## config.mk

```make
export PLATFORM = sky130hd
export DESIGN_NAME = video_ctrl_top
export DESIGN_NICKNAME = d
export VERILOG_FILES = /design/src/logic/sys_pkg.sv /design/src/logic/video_ctrl_top.sv /design/src/logic/csync_gen.sv /design/src/logic/sync_polarity_fix.sv /design/src/logic/video_window_calc.sv /design/src/logic/host_cmd_decoder.sv
export SDC_FILE = /design/constraint.sdc
export NUM_CORES = 2
export LEC_CHECK = 0
export BUFFER_PORTS_ARGS = -buffer_cell sky130_fd_sc_hd__buf_2
export CORE_MARGIN = 8
export CORE_UTILIZATION = 55
export CTS_BUF_LIST = sky130_fd_sc_hd__clkbuf_4
export CTS_CLUSTER_DIAMETER = 80
export DETAILED_ROUTE_END_ITERATION = 8
export GPL_TIMING_DRIVEN = 1
export PLACE_DENSITY = 0.7
export SLEW_MARGIN = 20
export SYNTH_ARGS = -nofsm -noshare
export SYNTH_HDL_FRONTEND = slang
export SYNTH_HIERARCHICAL = 1
export SYNTH_SLANG_ARGS = --single-unit
```

## constraint.sdc

```tcl
create_clock -name clk_sys -period 160.2 [get_ports clk_sys]
set_input_delay 8.01 -clock clk_sys [delete_from_list [all_inputs] [get_ports clk_sys]]
set_output_delay 8.01 -clock clk_sys [all_outputs]
set_load 0.05 [all_outputs]
```

## src/logic/sys_pkg.sv

```systemverilog
// Shared widths, host command codes, reset mode and FSM states of the video-control block
// Coordinates are 12 bits, so sizes and window positions stay below 4096

package sys_pkg;

	// Pixel or line coordinate and size
	typedef logic [11:0] coord_t;
	// One word of the host I/O channel
	typedef logic [15:0] io_word_t;
	// Command byte and argument counter
	typedef logic [7:0] cmd_code_t;
	typedef logic [7:0] arg_cnt_t;
	// Window products and quotients
	typedef logic [31:0] calc_t;
	// Run length of a sync level in clock cycles
	typedef logic [15:0] run_len_t;

	// Host command codes
	localparam cmd_code_t CMD_VIDEO_MODE = 8'h20;
	localparam cmd_code_t CMD_VSET       = 8'h27;
	localparam cmd_code_t CMD_HSET       = 8'h37;
	localparam cmd_code_t CMD_ARC        = 8'h3A;

	// Mode after reset is 1920 x 1080
	localparam coord_t DEFAULT_WIDTH  = 12'd1920;
	localparam coord_t DEFAULT_HEIGHT = 12'd1080;

	// Cycles per window calculation
	localparam int CALC_PHASES = 8;

	// Decoder states
	typedef enum logic {
		CMD_IDLE,
		CMD_ARGS
	} cmd_state_e;

endpackage
```

## src/logic/video_ctrl_top.sv

```systemverilog
// Video control block on clk_sys with host command decoder, window calculator and sync cleanup
// Syncs from the core may have either polarity and come out active high
`timescale 1ns/1ps

module video_ctrl_top
	import sys_pkg::*;
(
	input  logic     clk_sys,
	input  logic     resetd,
	input  logic     i_io_uio,
	input  logic     i_io_clk,
	input  io_word_t i_io_din,
	input  coord_t   i_arx,
	input  coord_t   i_ary,
	input  logic     i_hs,
	input  logic     i_vs,
	output logic     o_io_ack,
	output logic     o_hs,
	output logic     o_vs,
	output logic     o_csync,
	output coord_t   o_hmin,
	output coord_t   o_hmax,
	output coord_t   o_vmin,
	output coord_t   o_vmax
);

	coord_t width, height, vset, hset;
	coord_t arc1x, arc1y, arc2x, arc2y;
	logic   freescale;

	host_cmd_decoder u_host_cmd_decoder (
		.clk_sys    (clk_sys),
		.resetd     (resetd),
		.i_io_uio   (i_io_uio),
		.i_io_clk   (i_io_clk),
		.i_io_din   (i_io_din),
		.o_io_ack   (o_io_ack),
		.o_width    (width),
		.o_height   (height),
		.o_vset     (vset),
		.o_hset     (hset),
		.o_freescale(freescale),
		.o_arc1x    (arc1x),
		.o_arc1y    (arc1y),
		.o_arc2x    (arc2x),
		.o_arc2y    (arc2y)
	);

	video_window_calc u_video_window_calc (
		.clk_sys    (clk_sys),
		.resetd     (resetd),
		.i_width    (width),
		.i_height   (height),
		.i_vset     (vset),
		.i_hset     (hset),
		.i_freescale(freescale),
		.i_arc1x    (arc1x),
		.i_arc1y    (arc1y),
		.i_arc2x    (arc2x),
		.i_arc2y    (arc2y),
		.i_arx      (i_arx),
		.i_ary      (i_ary),
		.o_hmin     (o_hmin),
		.o_hmax     (o_hmax),
		.o_vmin     (o_vmin),
		.o_vmax     (o_vmax)
	);

	// Polarity cleanup per sync
	sync_polarity_fix u_fix_h (
		.clk_sys(clk_sys),
		.resetd (resetd),
		.i_sync (i_hs),
		.o_sync (o_hs)
	);

	sync_polarity_fix u_fix_v (
		.clk_sys(clk_sys),
		.resetd (resetd),
		.i_sync (i_vs),
		.o_sync (o_vs)
	);

	csync_gen u_csync_gen (
		.clk_sys(clk_sys),
		.resetd (resetd),
		.i_hsync(o_hs),
		.i_vsync(o_vs),
		.o_csync(o_csync)
	);

endmodule

```

## src/logic/csync_gen.sv

```systemverilog
// Composite sync from active-high horizontal and vertical syncs
// During vsync the hsync pulse moves by one line, outside it hsync passes with one cycle delay
`timescale 1ns/1ps

module csync_gen
	import sys_pkg::*;
(
	input  logic clk_sys,
	input  logic resetd,
	input  logic i_hsync,
	input  logic i_vsync,
	output logic o_csync
);

	logic     prev_hs;
	logic     hs_q, vs_q;
	run_len_t h_cnt;
	run_len_t line_len, hs_len;

	assign o_csync = hs_q ^ vs_q;

	always_ff @(posedge clk_sys) begin
		if (resetd) begin
			prev_hs  <= 1'b0;
			hs_q     <= 1'b0;
			vs_q     <= 1'b0;
			h_cnt    <= '0;
			line_len <= '0;
			hs_len   <= '0;
		end else begin
			prev_hs <= i_hsync;
			if (h_cnt != '1)
				h_cnt <= h_cnt + 1'b1;

			// Measure line and pulse lengths at each edge
			if (prev_hs != i_hsync) begin
				h_cnt <= '0;
				if (i_hsync) begin
					line_len <= h_cnt - hs_len;
					hs_q     <= 1'b0;
				end else begin
					hs_len <= h_cnt;
				end
			end

			if (!i_vsync)
				hs_q <= i_hsync;
			else if (h_cnt == line_len)
				hs_q <= 1'b1;

			vs_q <= i_vsync;
		end
	end

endmodule

```

## src/logic/sync_polarity_fix.sv

```systemverilog
// Output is the raw sync XOR a learned polarity, valid after two full sync periods
// Assumes the sync pulse is the shorter of the two levels
`timescale 1ns/1ps

module sync_polarity_fix
	import sys_pkg::*;
(
	input  logic clk_sys,
	input  logic resetd,
	input  logic i_sync,
	output logic o_sync
);

	logic     s1, s2;
	run_len_t run_cnt;
	run_len_t high_len, low_len;
	logic     pol;

	assign o_sync = i_sync ^ pol;

	always_ff @(posedge clk_sys) begin
		if (resetd) begin
			s1       <= 1'b0;
			s2       <= 1'b0;
			run_cnt  <= '0;
			high_len <= '0;
			low_len  <= '0;
			pol      <= 1'b0;
		end else begin
			s1 <= i_sync;
			s2 <= s1;
			// Rise ends a low run, fall ends a high run
			if (!s2 && s1)
				low_len <= run_cnt;
			if (s2 && !s1)
				high_len <= run_cnt;
			if (s2 != s1)
				run_cnt <= '0;
			else if (run_cnt != '1)
				run_cnt <= run_cnt + 1'b1;
			// Longer high level means an active-low pulse
			pol <= high_len > low_len;
		end
	end

endmodule

```

## src/logic/video_window_calc.sv

```systemverilog
// Free-running calculation of the centred output window, one result every CALC_PHASES cycles
// Outputs stay 0 after reset until the first phase 7 write
`timescale 1ns/1ps

module video_window_calc
	import sys_pkg::*;
(
	input  logic   clk_sys,
	input  logic   resetd,
	input  coord_t i_width,
	input  coord_t i_height,
	input  coord_t i_vset,
	input  coord_t i_hset,
	input  logic   i_freescale,
	input  coord_t i_arc1x,
	input  coord_t i_arc1y,
	input  coord_t i_arc2x,
	input  coord_t i_arc2y,
	input  coord_t i_arx,
	input  coord_t i_ary,
	output coord_t o_hmin,
	output coord_t o_hmax,
	output coord_t o_vmin,
	output coord_t o_vmax
);

	logic [$clog2(CALC_PHASES)-1:0] phase;

	coord_t mode_w, mode_h;
	coord_t eff_w, eff_h;
	coord_t ar_x, ar_y;
	logic   fs_q;
	calc_t  wcalc, hcalc;
	coord_t pic_w, pic_h;
	coord_t h_off, v_off;

	// Offsets of the picture inside the active area
	assign h_off = (mode_w - pic_w) >> 1;
	assign v_off = (mode_h - pic_h) >> 1;

	always_ff @(posedge clk_sys) begin
		if (resetd)
			phase <= '0;
		else if (phase == CALC_PHASES - 1)
			phase <= '0;
		else
			phase <= phase + 1'b1;
	end

	//////////////////////////////////////////////////////////////////////
	// Input capture, ratio and clamp
	//////////////////////////////////////////////////////////////////////

	always_ff @(posedge clk_sys) begin
		case (phase)
			0: begin
				mode_w <= i_width;
				mode_h <= i_height;
				fs_q   <= i_freescale;
				// Size limits apply only when below the mode
				eff_h  <= (i_vset != '0 && i_vset < i_height) ? i_vset : i_height;
				eff_w  <= (i_hset != '0 && i_hset < i_width) ? i_hset : i_width;
				if (i_ary == '0) begin
					// Zero ary selects a preset by arx
					if (i_arx == 12'd1) begin
						ar_x <= i_arc1x;
						ar_y <= i_arc1y;
					end else if (i_arx == 12'd2) begin
						ar_x <= i_arc2x;
						ar_y <= i_arc2y;
					end else begin
						ar_x <= '0;
						ar_y <= '0;
					end
				end else begin
					ar_x <= i_arx;
					ar_y <= i_ary;
				end
			end
			1: begin
				if (fs_q || ar_x == '0 || ar_y == '0) begin
					wcalc <= calc_t'(eff_w);
					hcalc <= calc_t'(eff_h);
				end else begin
					// Dividers have until phase 6 to settle
					wcalc <= (calc_t'(eff_h) * calc_t'(ar_x)) / calc_t'(ar_y);
					hcalc <= (calc_t'(eff_w) * calc_t'(ar_y)) / calc_t'(ar_x);
				end
			end
			CALC_PHASES - 2: begin
				pic_w <= (wcalc > calc_t'(eff_w)) ? eff_w : coord_t'(wcalc);
				pic_h <= (hcalc > calc_t'(eff_h)) ? eff_h : coord_t'(hcalc);
			end
			default: ;
		endcase
	end

	// Window registers
	always_ff @(posedge clk_sys) begin
		if (resetd) begin
			o_hmin <= '0;
			o_hmax <= '0;
			o_vmin <= '0;
			o_vmax <= '0;
		end else if (phase == CALC_PHASES - 1) begin
			o_hmin <= h_off;
			o_hmax <= h_off + pic_w - coord_t'(1);
			o_vmin <= v_off;
			o_vmax <= v_off + pic_h - coord_t'(1);
		end
	end

	// A non-empty picture never gives an inverted window
	a_window_order: assert property (@(posedge clk_sys) disable iff (resetd)
		(phase == CALC_PHASES - 1 && pic_w != '0) |=> o_hmax >= o_hmin);

endmodule

```

## src/logic/host_cmd_decoder.sv

```systemverilog
// Host levels pass through two registers, so a word lands 4 cycles after the i_io_clk rise
// The host holds i_io_din around each rise and toggles i_io_clk at most every 4 cycles
// Only the video mode, VSET, HSET and aspect preset commands change state
`timescale 1ns/1ps

module host_cmd_decoder
	import sys_pkg::*;
(
	input  logic     clk_sys,
	input  logic     resetd,
	input  logic     i_io_uio,
	input  logic     i_io_clk,
	input  io_word_t i_io_din,
	output logic     o_io_ack,
	output coord_t   o_width,
	output coord_t   o_height,
	output coord_t   o_vset,
	output coord_t   o_hset,
	output logic     o_freescale,
	output coord_t   o_arc1x,
	output coord_t   o_arc1y,
	output coord_t   o_arc2x,
	output coord_t   o_arc2y
);

	//////////////////////////////////////////////////////////////////////
	// Input synchronisers and word strobe
	//////////////////////////////////////////////////////////////////////

	logic       uio_s1, uio_s2;
	logic       clk_s1, clk_s2, clk_d3;
	io_word_t   din_s1, din_s2;
	io_word_t   din_q;
	logic       io_strobe;
	cmd_state_e state;
	cmd_code_t  cmd;
	arg_cnt_t   arg_cnt;

	always_ff @(posedge clk_sys) begin
		if (resetd) begin
			uio_s1    <= 1'b0;
			uio_s2    <= 1'b0;
			clk_s1    <= 1'b0;
			clk_s2    <= 1'b0;
			clk_d3    <= 1'b0;
			io_strobe <= 1'b0;
			o_io_ack  <= 1'b0;
		end else begin
			uio_s1    <= i_io_uio;
			uio_s2    <= uio_s1;
			clk_s1    <= i_io_clk;
			clk_s2    <= clk_s1;
			clk_d3    <= clk_s2;
			io_strobe <= clk_s2 & ~clk_d3;
			// Ack is the clock level, four cycles late
			o_io_ack  <= clk_d3;
		end
	end

	// Data word is caught at the same point as the clock rise
	always_ff @(posedge clk_sys) begin
		din_s1 <= i_io_din;
		din_s2 <= din_s1;
		if (clk_s2 && !clk_d3)
			din_q <= din_s2;
	end

	//////////////////////////////////////////////////////////////////////
	// Command FSM and mode registers
	//////////////////////////////////////////////////////////////////////

	always_ff @(posedge clk_sys) begin
		if (resetd) begin
			state       <= CMD_IDLE;
			cmd         <= '0;
			arg_cnt     <= '0;
			o_width     <= DEFAULT_WIDTH;
			o_height    <= DEFAULT_HEIGHT;
			o_vset      <= '0;
			o_hset      <= '0;
			o_freescale <= 1'b0;
			o_arc1x     <= '0;
			o_arc1y     <= '0;
			o_arc2x     <= '0;
			o_arc2y     <= '0;
		end else if (!uio_s2) begin
			state <= CMD_IDLE;
		end else if (io_strobe) begin
			case (state)
				CMD_IDLE: begin
					cmd     <= din_q[7:0];
					arg_cnt <= '0;
					state   <= CMD_ARGS;
				end
				CMD_ARGS: begin
					// Count sticks at its top value on very long commands
					if (arg_cnt != '1)
						arg_cnt <= arg_cnt + 1'b1;
					case (cmd)
						CMD_VIDEO_MODE: begin
							// Porch and sync words are skipped
							if (arg_cnt == 8'd0)
								o_width <= din_q[11:0];
							if (arg_cnt == 8'd4)
								o_height <= din_q[11:0];
						end
						CMD_VSET: begin
							if (arg_cnt == 8'd0)
								o_vset <= din_q[11:0];
						end
						CMD_HSET: begin
							if (arg_cnt == 8'd0) begin
								o_hset      <= din_q[11:0];
								o_freescale <= din_q[15];
							end
						end
						CMD_ARC: begin
							case (arg_cnt)
								8'd0: o_arc1x <= din_q[11:0];
								8'd1: o_arc1y <= din_q[11:0];
								8'd2: o_arc2x <= din_q[11:0];
								8'd3: o_arc2y <= din_q[11:0];
								default: ;
							endcase
						end
						default: ;
					endcase
				end
				default: state <= CMD_IDLE;
			endcase
		end
	end

	// Argument count only grows within one command
	a_arg_cnt_no_wrap: assert property (@(posedge clk_sys) disable iff (resetd)
		(state == CMD_ARGS && $past(state) == CMD_ARGS) |-> arg_cnt >= $past(arg_cnt));

endmodule

```

==> flow_summary_export.csv <==
group,metric,value,unit
timing,tightest_slew,1.04,ns
worst_setup_path,critPathArrivalTime,102.40,ns
die,die_y,385,um
timing,fin_crit_sh,63.5,%
worst_hold_path,hold_path_class,"reg2reg",
clock_tree,numCtsBuffers,137,
grt,grt-ovfl-total,0,
logic_synthesis,ys_ff_latch,523,
routing,drtIter0Drc,4657,
final_layout,fillCellCount,12500,
final_layout,multi_input_area,59000,um2
routing,vias,69400,
timing,setup_viol,0,
status,outcome,"finished, final reports clean",
worst_hold_path,holdPathStages,0,
worst_setup_path,critPathLaunchType,"flip-flop",
clock_tree,cts_tree,"done",
placed_design,routabilityCongestion,0.922,
timing,hold_viol,0,
clock_tree,cts_sinks,523,
grt,first_global_vias,67100,
logic_synthesis,synth-edff-count,174,
clock_tree,cts_setup_buffers,0,
die,rows,135,
timing,layout_setup_ws,58.51,ns
grt,grt_max_degree,143,
placed_design,place_ws,60.05,ns
die,core,135000,um2
worst_setup_path,cp.required,160.91,ns
logic_synthesis,yosysMostFrequentCell,"ha_1",
routing,wl,206,mm
die,initial_core_util,55.4,%
die,fp.dieArea,148000,um2
timing,clock.fmax,9.83,MHz
timing,fin_skew,0.0847,ns
worst_hold_path,min_to,"u_host_cmd_decoder/din_s2[10]$_DFF_P_",
worst_setup_path,path_common_cell,"o21a_1",
worst_setup_path,r2r-start,"u_video_window_calc/ar_y[10]$_DFFE_PN_",
worst_setup_path,crit_slowest_cell,"nor4_2",
logic_synthesis,synth_common_cells,"ha_1, nor2_1, nand2_1, inv_1, a21oi_1",
worst_setup_path,reg2reg_setup_slack,58.51,ns
routing,drc,0,
timing,slew_violations,0,
worst_hold_path,hold_start,"u_host_cmd_decoder/din_s1[10]$_DFF_P_",
clock_tree,cts_resized,0,
worst_setup_path,endpoint_kind,"flip-flop",
worst_setup_path,reg2reg_depth,423,
timing,maxSlewHeadroom,29.9,%
logic_synthesis,synth.top_cell.area_share,15.6,%
final_layout,nNetsFinal,10500,
logic_synthesis,synth_area_leaders,"ha_1, dfxtp_1, edfxtp_1",
clock_tree,cts-root-buf,"clkbuf_4",
routing,routed_via_density,6.18,
logic_synthesis,yosysSeqAreaShare,16.3,%
logic_synthesis,async_flop_share,0,%
worst_setup_path,critical_path.top_delay_family,"compound AO/OA/AOI/OAI gates",
timing,fin_crit,101.69,ns
logic_synthesis,yosysUniqueCellTypes,179,
die,chipWidth,385,um
grt,antenna_found_initial,4,
worst_setup_path,path_class,"reg2reg",
worst_setup_path,worstReg2RegEnd,"u_video_window_calc/wcalc[0]$_DFFE_PN_",
logic_synthesis,netlist_area,75000,um2
timing,tns,0,ns
placed_design,port_buffers,92,
final_layout,layout.area.seq,12200,um2
grt,grt_pass1_wl,336,mm
clock_tree,clkTransAtPathRegs,0.08,ns
clock_tree,cts_buffer_depth,3,
clock_tree,clock_latency,1.06,ns
routing,firstDrtPassIters,7,
worst_setup_path,crit_path_max_fanout,28,
placed_design,place_hpwl,162,mm
logic_synthesis,synth-main-ff-cell,"dfxtp_1",
die,io_pins,98,
final_layout,drive_above_1_share,10.6,%
clock_tree,hold_buffers,0,
timing,rsz0062_at_grt,"false",
grt,track_usage,26.7,%
logic_synthesis,avgSynthCellArea,8.05,um2
worst_setup_path,slowest_delay,0.86,ns
worst_setup_path,crit_buf_inv,18,
job,drv_cap,0,
logic_synthesis,synth_top_cell_by_area,"ha_1",
logic_synthesis,syn_inst,9313,
routing,ant_nets,0,
final_layout,area_growth,4.75,%
clock_tree,cts_htree_levels,4,
logic_synthesis,ys_warn_count,6,
routing,wire_per_inst,18.3,um
layer usage:
layer / part of all wire, % / vias to the layer above / GRT usage (%)
met5: 0.017 / - / 0
met4: 2.6 / 4 / 7.64
met3: 4.8 / 349 / 3.55
met2: 48 / 1688 / 46.6
met1: 45 / 33200 / 34.4
li1: - / 34300 / -
worst reg2reg max path: cells and delay by family, from the launching register on:
family | cells | cell delay [ns]
compound gates | 255 | 57.71
simple gates | 116 | 28.93
fa+ha+maj | 30 | 9.52
buf+inv | 18 | 3.23
mux | 4 | 1.34
flops | 1 | 0.69
kinds of logic after synthesis:
kind of cell | synth area share (%)
buffers and inverters | 5.26
AO/OA/AOI/OAI | 22.8
AND/OR/NAND/NOR | 23.2
adder cells (fa/ha/maj) | 21.2
multiplexers | 6.63
flip-flops | 16.3
XOR/XNOR | 4.76
other | 0.00500
placed cells by master (no fill, tap or decap), types with 76 or more instances in the layout:
cell type  count
ha_1         935
nor2_1       899
nand2_1      780
inv_1        609
a21oi_1      504
nor3_1       450
o21a_1       417
o21ai_0      350
dfxtp_1      349
mux2i_1      287
xnor2_1      227
fa_1         205
nand2b_1     202
clkbuf_4     195
o31ai_1      185
xor2_1       177
nand3_1      177
edfxtp_1     174
mux2_2       170
a21o_1       154
nor2b_1      119
or2_2        107
nand4_1      102
buf_2         91
nor4_1        82
and2_1        78
a211oi_1      77
buf_4         76
through the flow:
step                hold WS [ns]  utilization (%)  area, um2  instances
floorplan                  0.310                -      75100       9332
global placement           0.312             56.7      76800      11000
detailed placement         0.312             56.7      76800      11000
CTS                        0.326             58.0      78600      11200
global route               0.333             58.0      78600      11200
finish                     0.323             58.0      78600      11200
state kept, by name, summed over array words and instances (netlist names), 13 cells and up:
register and flops:
u_csync_gen/hs_len 16, u_fix_v/high_len 16, u_video_window_calc/hcalc 32, u_host_cmd_decoder/din_s2 13, u_host_cmd_decoder/din_q 13, u_fix_v/run_cnt 16
u_fix_h/run_cnt 16, u_fix_h/high_len 16, u_csync_gen/h_cnt 16, u_video_window_calc/wcalc 32, u_fix_h/low_len 16, u_csync_gen/line_len 16
u_fix_v/low_len 16, u_host_cmd_decoder/din_s1 13
cell type report:
class	instances	share of cell area (%)
antenna	5	0.0159
clock buffer	195	1.86
clock inverter	48	0.397
inverter	618	2.95
multi-input combinational	7899	75.1
sequential	523	15.5
tap	1781	2.84
timing repair buffer	168	1.32
worst max-delay path by stage:
stage / from / to / cells past startpoint
5_1_grt: u_video_window_calc/ar_y[11]$_DFFE_PN_ / u_video_window_calc/wcalc[0]$_DFFE_PN_ / 424
6_report: u_video_window_calc/ar_y[10]$_DFFE_PN_ / u_video_window_calc/wcalc[0]$_DFFE_PN_ / 423
2_1_floorplan: u_video_window_calc/ar_y[0]$_DFFE_PN_ / u_video_window_calc/wcalc[0]$_DFFE_PN_ / 448
3_5_place_dp: u_video_window_calc/ar_y[11]$_DFFE_PN_ / u_video_window_calc/wcalc[0]$_DFFE_PN_ / 423
3_3_place_gp: u_video_window_calc/ar_x[11]$_DFFE_PN_ / u_video_window_calc/hcalc[0]$_DFFE_PN_ / 422
4_1_cts: u_video_window_calc/ar_y[11]$_DFFE_PN_ / u_video_window_calc/wcalc[0]$_DFFE_PN_ / 423
Power is left out: the tool's default activity adds up to more than one toggle a clock period on the data nets, which glitch-free logic cannot reach.
